[src/verilog/satd_pkg.sv]
//------------------------------
// satd shared definitions
// residual and coefficient widths, coding unit size codes
// and the number of 4x4 blocks per coding unit
//------------------------------

`default_nettype none

package satd_pkg;

  // residual: 8-bit pixel difference plus sign
  localparam int RESID_W = 9;

  // each 4-point pass grows the word by two bits
  localparam int ROW_W = RESID_W + 2;
  localparam int COL_W = ROW_W + 2;

  // block counter width, holds up to 64 blocks
  localparam int BLK_CNT_W = 7;

  // coding unit size tag
  typedef enum logic [1:0] {
    SIZE_04 = 2'd0,
    SIZE_08 = 2'd1,
    SIZE_16 = 2'd2,
    SIZE_32 = 2'd3
  } size_t;

  // 4x4 blocks in one coding unit
  function automatic logic [BLK_CNT_W-1:0] block_count(input size_t size);
    logic [BLK_CNT_W-1:0] cnt;
    case (size)
      SIZE_04: cnt = 7'd1;
      SIZE_08: cnt = 7'd4;
      SIZE_16: cnt = 7'd16;
      SIZE_32: cnt = 7'd64;
      default: cnt = 7'd1;
    endcase
    return cnt;
  endfunction

endpackage

`default_nettype wire

[src/verilog/satd_row_hadamard.sv]
//------------------------------
// satd row stage
// 4-point hadamard over one residual row,
// coefficients and size tag registered on valid
//------------------------------

`default_nettype none

module satd_row_hadamard (
  input  logic                                clk,
  input  logic                                rstn,
  input  logic                                valid_i,
  input  logic signed [satd_pkg::RESID_W-1:0] resid_i [0:3],
  input  satd_pkg::size_t                     size_i,
  output logic                                row_valid_o,
  output logic signed [satd_pkg::ROW_W-1:0]   coef_o [0:3],
  output satd_pkg::size_t                     size_o
);

  // first butterfly level, one bit of growth
  logic signed [satd_pkg::RESID_W:0] sum01;
  logic signed [satd_pkg::RESID_W:0] dif01;
  logic signed [satd_pkg::RESID_W:0] sum23;
  logic signed [satd_pkg::RESID_W:0] dif23;

  // second level, hadamard row order
  logic signed [satd_pkg::ROW_W-1:0] had [0:3];

  assign sum01 = resid_i[0] + resid_i[1];
  assign dif01 = resid_i[0] - resid_i[1];
  assign sum23 = resid_i[2] + resid_i[3];
  assign dif23 = resid_i[2] - resid_i[3];

  // (+,+,+,+)
  assign had[0] = sum01 + sum23;
  // (+,-,+,-)
  assign had[1] = dif01 + dif23;
  // (+,+,-,-)
  assign had[2] = sum01 - sum23;
  // (+,-,-,+)
  assign had[3] = dif01 - dif23;

  //------------------------------
  // output registers
  //------------------------------
  always_ff @(posedge clk or negedge rstn) begin
    if (!rstn) begin
      row_valid_o <= 1'b0;
    end else begin
      row_valid_o <= valid_i;
    end
  end

  always_ff @(posedge clk) begin
    if (valid_i) begin
      for (int k = 0; k < 4; k++) begin
        coef_o[k] <= had[k];
      end
      size_o <= size_i;
    end
  end

endmodule

`default_nettype wire

[src/verilog/satd_transpose_buffer.sv]
//------------------------------
// satd transpose buffer
// two 4x4 banks, written by rows and read by columns,
// the write side swaps banks so the input never stalls
//------------------------------

`default_nettype none

module satd_transpose_buffer (
  input  logic                              clk,
  input  logic                              rstn,
  input  logic                              row_valid_i,
  input  logic signed [satd_pkg::ROW_W-1:0] coef_i [0:3],
  input  satd_pkg::size_t                   size_i,
  output logic                              col_valid_o,
  output logic signed [satd_pkg::ROW_W-1:0] col_o [0:3],
  output satd_pkg::size_t                   size_o,
  output logic                              col_last_o
);

  // storage indexed [bank][row][column]
  logic signed [satd_pkg::ROW_W-1:0] bank_q [0:1][0:3][0:3];
  satd_pkg::size_t                   bank_size_q [0:1];

  // write side
  logic       wr_bank_q;
  logic [1:0] wr_row_q;
  // pulse one cycle after a bank fills
  logic       full_q;

  // read side
  logic       rd_active_q;
  logic       rd_bank_q;
  logic [1:0] rd_col_q;

  //------------------------------
  // write control
  //------------------------------
  always_ff @(posedge clk or negedge rstn) begin
    if (!rstn) begin
      wr_bank_q <= 1'b0;
      wr_row_q  <= 2'd0;
      full_q    <= 1'b0;
    end else begin
      full_q <= row_valid_i && (wr_row_q == 2'd3);
      if (row_valid_i) begin
        wr_row_q <= wr_row_q + 2'd1;
        // fourth row closes the bank
        if (wr_row_q == 2'd3) begin
          wr_bank_q <= ~wr_bank_q;
        end
      end
    end
  end

  always_ff @(posedge clk) begin
    if (row_valid_i) begin
      for (int c = 0; c < 4; c++) begin
        bank_q[wr_bank_q][wr_row_q][c] <= coef_i[c];
      end
      bank_size_q[wr_bank_q] <= size_i;
    end
  end

  //------------------------------
  // read control
  //------------------------------
  // a new full bank may arrive on the same edge that reads column 3,
  // starting the next read right behind it
  always_ff @(posedge clk or negedge rstn) begin
    if (!rstn) begin
      rd_active_q <= 1'b0;
      rd_bank_q   <= 1'b0;
      rd_col_q    <= 2'd0;
    end else if (full_q) begin
      rd_active_q <= 1'b1;
      // write side has already swapped away from the full bank
      rd_bank_q   <= ~wr_bank_q;
      rd_col_q    <= 2'd0;
    end else if (rd_active_q) begin
      rd_col_q <= rd_col_q + 2'd1;
      if (rd_col_q == 2'd3) begin
        rd_active_q <= 1'b0;
      end
    end
  end

  // column outputs
  always_ff @(posedge clk or negedge rstn) begin
    if (!rstn) begin
      col_valid_o <= 1'b0;
      col_last_o  <= 1'b0;
    end else begin
      col_valid_o <= rd_active_q;
      col_last_o  <= rd_active_q && (rd_col_q == 2'd3);
    end
  end

  always_ff @(posedge clk) begin
    if (rd_active_q) begin
      for (int r = 0; r < 4; r++) begin
        col_o[r] <= bank_q[rd_bank_q][r][rd_col_q];
      end
      size_o <= bank_size_q[rd_bank_q];
    end
  end

endmodule

`default_nettype wire

[src/verilog/satd_column_cost.sv]
//------------------------------
// satd column stage
// column hadamard, absolute sum per block,
// rounded half of each block added into the coding unit cost
//------------------------------

`default_nettype none

module satd_column_cost #(
  parameter int COST_WIDTH = 16
) (
  input  logic                              clk,
  input  logic                              rstn,
  input  logic                              col_valid_i,
  input  logic signed [satd_pkg::ROW_W-1:0] col_i [0:3],
  input  satd_pkg::size_t                   size_i,
  input  logic                              col_last_i,
  output logic                              cost_valid_o,
  output logic [COST_WIDTH-1:0]             cost_o,
  output satd_pkg::size_t                   size_o
);

  // block sum of 16 magnitudes, four bits over one coefficient
  localparam int BLK_W = satd_pkg::COL_W + 4;
  // wide enough for cost plus one block without wrap
  localparam int SUM_W = ((COST_WIDTH > BLK_W) ? COST_WIDTH : BLK_W) + 1;
  localparam logic [COST_WIDTH-1:0] COST_MAX = '1;

  logic signed [satd_pkg::ROW_W:0]   sum01;
  logic signed [satd_pkg::ROW_W:0]   dif01;
  logic signed [satd_pkg::ROW_W:0]   sum23;
  logic signed [satd_pkg::ROW_W:0]   dif23;
  logic signed [satd_pkg::COL_W-1:0] had [0:3];

  // magnitude of -4096 still fits unsigned
  logic [satd_pkg::COL_W-1:0]   abs_val [0:3];
  logic [satd_pkg::COL_W+1:0]   col_sum;

  logic [BLK_W-1:0]             blk_total;
  logic [BLK_W-1:0]             blk_half;
  logic [SUM_W-1:0]             cu_wide;
  logic [COST_WIDTH-1:0]        cu_next;
  logic                         last_blk;

  logic [BLK_W-1:0]               blk_sum_q;
  logic [COST_WIDTH-1:0]          cu_sum_q;
  logic [satd_pkg::BLK_CNT_W-1:0] blk_cnt_q;

  //------------------------------
  // column transform
  //------------------------------
  assign sum01 = col_i[0] + col_i[1];
  assign dif01 = col_i[0] - col_i[1];
  assign sum23 = col_i[2] + col_i[3];
  assign dif23 = col_i[2] - col_i[3];

  assign had[0] = sum01 + sum23;
  assign had[1] = dif01 + dif23;
  assign had[2] = sum01 - sum23;
  assign had[3] = dif01 - dif23;

  always_comb begin
    for (int k = 0; k < 4; k++) begin
      abs_val[k] = had[k][satd_pkg::COL_W-1] ? -had[k] : had[k];
    end
  end

  assign col_sum = abs_val[0] + abs_val[1] + abs_val[2] + abs_val[3];

  //------------------------------
  // block and coding unit sums
  //------------------------------
  assign blk_total = blk_sum_q + col_sum;

  // halve with rounding up
  assign blk_half = (blk_total + 1'b1) >> 1;

  assign cu_wide = cu_sum_q + blk_half;
  assign cu_next = (cu_wide > COST_MAX) ? COST_MAX : cu_wide[COST_WIDTH-1:0];

  // final block of the coding unit
  assign last_blk = (blk_cnt_q == satd_pkg::block_count(size_i) - 1'b1);

  always_ff @(posedge clk or negedge rstn) begin
    if (!rstn) begin
      blk_sum_q    <= '0;
      cu_sum_q     <= '0;
      blk_cnt_q    <= '0;
      cost_valid_o <= 1'b0;
    end else begin
      cost_valid_o <= 1'b0;
      if (col_valid_i) begin
        if (col_last_i) begin
          blk_sum_q <= '0;
          if (last_blk) begin
            cu_sum_q     <= '0;
            blk_cnt_q    <= '0;
            cost_valid_o <= 1'b1;
          end else begin
            cu_sum_q  <= cu_next;
            blk_cnt_q <= blk_cnt_q + 1'b1;
          end
        end else begin
          blk_sum_q <= blk_total;
        end
      end
    end
  end

  // result of the coding unit
  always_ff @(posedge clk) begin
    if (col_valid_i && col_last_i && last_blk) begin
      cost_o <= cu_next;
      size_o <= size_i;
    end
  end

endmodule

`default_nettype wire

[src/verilog/satd_cost_top.sv]
//------------------------------
// satd cost top
// row hadamard, transpose buffer and column cost
// chained as a valid-only stream
//------------------------------

`default_nettype none

module satd_cost_top #(
  parameter int COST_WIDTH = 16
) (
  input  logic                                clk,
  input  logic                                rstn,
  input  logic                                valid_i,
  input  logic signed [satd_pkg::RESID_W-1:0] resid_i [0:3],
  input  satd_pkg::size_t                     size_i,
  output logic                                cost_valid_o,
  output logic [COST_WIDTH-1:0]               cost_o,
  output satd_pkg::size_t                     size_o
);

  // row stage to buffer
  logic                              row_valid;
  logic signed [satd_pkg::ROW_W-1:0] row_coef [0:3];
  satd_pkg::size_t                   row_size;

  // buffer to column stage
  logic                              col_valid;
  logic signed [satd_pkg::ROW_W-1:0] col_coef [0:3];
  satd_pkg::size_t                   col_size;
  logic                              col_last;

  satd_row_hadamard u_row (
    .clk         (clk),
    .rstn        (rstn),
    .valid_i     (valid_i),
    .resid_i     (resid_i),
    .size_i      (size_i),
    .row_valid_o (row_valid),
    .coef_o      (row_coef),
    .size_o      (row_size)
  );

  satd_transpose_buffer u_buf (
    .clk         (clk),
    .rstn        (rstn),
    .row_valid_i (row_valid),
    .coef_i      (row_coef),
    .size_i      (row_size),
    .col_valid_o (col_valid),
    .col_o       (col_coef),
    .size_o      (col_size),
    .col_last_o  (col_last)
  );

  satd_column_cost #(
    .COST_WIDTH (COST_WIDTH)
  ) u_col (
    .clk          (clk),
    .rstn         (rstn),
    .col_valid_i  (col_valid),
    .col_i        (col_coef),
    .size_i       (col_size),
    .col_last_i   (col_last),
    .cost_valid_o (cost_valid_o),
    .cost_o       (cost_o),
    .size_o       (size_o)
  );

endmodule

`default_nettype wire

[config.mk]
export PLATFORM = sky130hd
export DESIGN_NAME = satd_cost_top
export DESIGN_NICKNAME = d
export VERILOG_FILES = /design/src/verilog/satd_pkg.sv /design/src/verilog/satd_row_hadamard.sv /design/src/verilog/satd_transpose_buffer.sv /design/src/verilog/satd_column_cost.sv /design/src/verilog/satd_cost_top.sv
export SDC_FILE = /design/constraint.sdc
export NUM_CORES = 1
export LEC_CHECK = 0
export BUFFER_PORTS_ARGS = -buffer_cell sky130_fd_sc_hd__buf_2
export CAP_MARGIN = 20
export CORE_ASPECT_RATIO = 1.1
export CORE_MARGIN = 8
export CORE_UTILIZATION = 40
export DETAILED_ROUTE_END_ITERATION = 10
export GPL_TIMING_DRIVEN = 0
export REMOVE_ABC_BUFFERS = 1
export SETUP_SLACK_MARGIN = 0.02
export SYNTH_ARGS = -nofsm -noshare
export SYNTH_HDL_FRONTEND = slang
export SYNTH_SLANG_ARGS = --single-unit
[constraint.sdc]
create_clock -name clk -period 19.4 [get_ports clk]
set_input_delay 0.97 -clock clk [delete_from_list [all_inputs] [get_ports clk]]
set_output_delay 0.97 -clock clk [all_outputs]
set_load 0.02 [all_outputs]
==> key figures <==
Outcome
  – Status: complete, no violations

Logic synthesis
  – Most common cell in the netlist: edfxtp_1
  – Yosys top cell area share: 0.4383
  – Syn Area/Cell: approximately 11 µm²
  – EDFF count, synth: between 400 and 500
  – Main area contributors after synthesis: edfxtp_1 (44%), ha_1 (9.7%), mux4_2 (6.2%), nand2_1 (4.6%), dfrtp_1 (4.2%)
  – Cell Area, Synth: 30690 µm²
  – Yosys cell types: 77
  – Sequential cell area fraction in the yosys report: 0.4807
  – Synth Instances: around 2700
  – Async set-or-reset flop fraction in the synthesized netlist: 0.1040
  – Warnings from Yosys: 0
  – Main flop type after synthesis: edfxtp_1
  – Yosys top cell by area: edfxtp_1
  – Commonest cells post-synth: edfxtp_1 (448), nand2_1 (376), ha_1 (238)
  – Yosys reg bits: 500

Clocking
  – Sink Count: 500
  – Worst-path clk slew: 0.07 ns
  – Longest Clk Path Bufs: 3
  – Postcts setup bufs: 0
  – CTS tree: yes
  – Post-CTS Resized: 0
  – CTS Root Cell: clkbuf_16
  – Clk_lat worst skew: roughly 0.62 ns
  – H-tree levels: 2
  – Hold Buf Count CTS: 0
  – CTS buffer count: 50

Timing
  – Min cycle time layout: ~12 ns
  – Period utilization: 0.6298
  – Setup TNS: 0 ns
  – Clk_skew: 0.05505 ns
  – Final hold vios: 0
  – Worst slew margin: 0.2799
  – Final setup viols: 0
  – Tightest Pin Transition: 1.078 ns
  – RSZ-0062 raised after global routing: false
  – Slew Viols, Final: 0
  – Max Freq: between 0.08 and 0.09 GHz

Finish
  – FILL cells: 6893
  – Layout Nets: ~3100
  – Inserted Diodes: 0
  – Share of cells above drive strength 1: 0.1176
  – P&R area growth vs syn: 10.79%
  – Register area: 14760 µm²
  – Footprint of the multi-input gates: 14770 µm²

Critical path
  – Critical path capture point: u_col.cu_sum_q[8]$_DFFE_PN0P_
  – Setup crit start kind: flip-flop
  – Worst Path Max Fanout: 14
  – Reg2reg start: u_buf.col_o[1]$_DFFE_PP_
  – WP data required: between 15 and 20 ns
  – Worst setup EP type: flip-flop
  – Worst R2R Path Depth: 48
  – Flop2flop setup slack: a little over 7 ns
  – CP peak stage delay: 0.83 ns
  – CP startpoint: u_buf.col_o[1]$_DFFE_PP_
  – CP arrival: 12.69 ns
  – Critical path's most frequent cell: ha_1
  – Worst R2R End: u_col.cu_sum_q[8]$_DFFE_PN0P_
  – Worst Path Class, Setup: flip-flop to flip-flop
  – Critical Path Slowest Stage Cell: a311oi_1

Die
  – Core box area: 76000 µm²
  – Initial Util: 0.4039
  – Die Span Y: between 300 and 400 µm
  – DIE WIDTH: 280.1 µm
  – Cell Rows: between 100 and 150
  – Total die area: 85860 µm²
  – Num ports: 60

Placed design
  – RePlAce Congestion: ~0.85
  – HPWL after detailed placement: 48.28 mm
  – Port bufs: 59

Routing
  – Routed vias: between 15000 and 20000
  – Post-Route WL: 65.57 mm
  – Vias per inst: 5.245
  – DRC viols: 0
  – DRT iter0 DRCs: around 1000
  – DRT Pass-1 Iters: 5
  – Wire per inst: 17.22 µm
  – Post-DRT Antenna Nets: 0

GRT
  – First-pass GRT wire length: approximately 110 mm
  – Largest net degree at the start of global routing: around 60
  – Initial antenna violation count: 1
  – Total GRT Usage: 0.1504
  – Gr ovfl total: 0
  – Vias in the first global route: 20540

Job
  – Max Cap Violations: 0

Hold path
  – Min-delay worst type: input pin to async pin
## sequential cells by signal, indices dropped and copies added (netlist names), 2 cells and up
signal	count
u_col.cost_o	16
u_col.blk_cnt_q	7
u_col.blk_sum_q	17
u_buf.rd_col_q	2
u_row.size_o	2
u_col.cu_sum_q	16
u_col.size_o	2
u_buf.wr_row_q	2
u_buf.bank_size_q	4
u_row.coef_o	42
u_buf.col_o	44
u_buf.bank_q	336
u_buf.size_o	2
## per-layer routing
| layer | track usage | share of wire | vias up |
|---|---|---|---|
| met1 | 0.1811 | 0.42 | 9761 |
| met3 | 0.01811 | 0.037 | 96 |
| li1 | - | - | 9758 |
| met5 | 0 | 0.00020 | - |
| met4 | 0.03801 | 0.021 | 2 |
| met2 | 0.2820 | 0.52 | 349 |
## metrics by stage
stage | hold slack (ns) | instances | instance area [µm²] | util | worst slack, ns
floorplan | 0.4215 | 2613 | 30350 | - | 9.163
global placement | 0.4299 | 3698 | 31930 | 0.4201 | 7.132
detailed placement | 0.4524 | 3716 | 32340 | 0.4256 | 7.044
CTS | 0.2262 | 3806 | 33980 | 0.4472 | 7.072
global route | 0.2594 | 3807 | 34000 | 0.4474 | 6.087
finish | 0.2585 | 3807 | 34000 | 0.4474 | 7.182
## worst max-delay path: cells and delay by family (launching register included)
kind	cells	cell delay, ns
AO/OA/AOI/OAI	24	6.08
adder cells (fa/ha/maj)	7	2.37
AND/OR/NAND/NOR	9	1.97
XOR/XNOR	4	0.58
flip-flops	1	0.46
multiplexers	1	0.39
buffers and inverters	3	0.25
## how the worst min path moves through the flow
stage / start / endpoint / slack [ns] / cells past startpoint
2_1_floorplan: u_row.size_o[0]$_DFFE_PP_ / u_buf.bank_size_q[0][0]$_DFFE_PP_ / 0.42 / 0
3_3_place_gp: u_row.size_o[1]$_DFFE_PP_ / u_buf.bank_size_q[0][1]$_DFFE_PP_ / 0.43 / 0
3_5_place_dp: u_row.size_o[0]$_DFFE_PP_ / u_buf.bank_size_q[0][0]$_DFFE_PP_ / 0.45 / 0
4_1_cts: rstn / u_buf.wr_row_q[0]$_DFFE_PN0P_ / 0.23 / 1
5_1_grt: rstn / u_buf.wr_row_q[0]$_DFFE_PN0P_ / 0.26 / 1
6_report: rstn / u_buf.wr_row_q[0]$_DFFE_PN0P_ / 0.26 / 1
## cell type report
type / instances / area share
Tap cell: 1026 / 0.03775
Clock inverter: 26 / 0.009604
Multi-Input combinational cell: 1890 / 0.4345
Inverter: 223 / 0.02462
Timing Repair Buffer: 78 / 0.02072
Clock buffer: 64 / 0.03864
Sequential cell: 500 / 0.4342
## cells by family after synthesis
group	Yosys count	synth area share
buffers and inverters	315	0.03852
DFF	500	0.4807
adders and majority gates	271	0.1185
and+or+nand+nor	813	0.1229
xor gates and xnor gates	214	0.06131
muxes	140	0.08186
AOI/OAI and AO/OA	452	0.09617
## cells in the final DEF, fill, tap and decap left out, types with 50 or more instances in the layout
master	instances
o21ai_0	97
buf_2	59
mux4_2	84
a21oi_1	122
edfxtp_1	448
xor2_1	91
inv_1	223
xnor2_1	122
ha_1	238
nor2_1	160
clkbuf_16	50
nand2_1	376
Power is not shown: default switching activity piles up to over one toggle a cycle in this logic, so the estimate is an artifact.
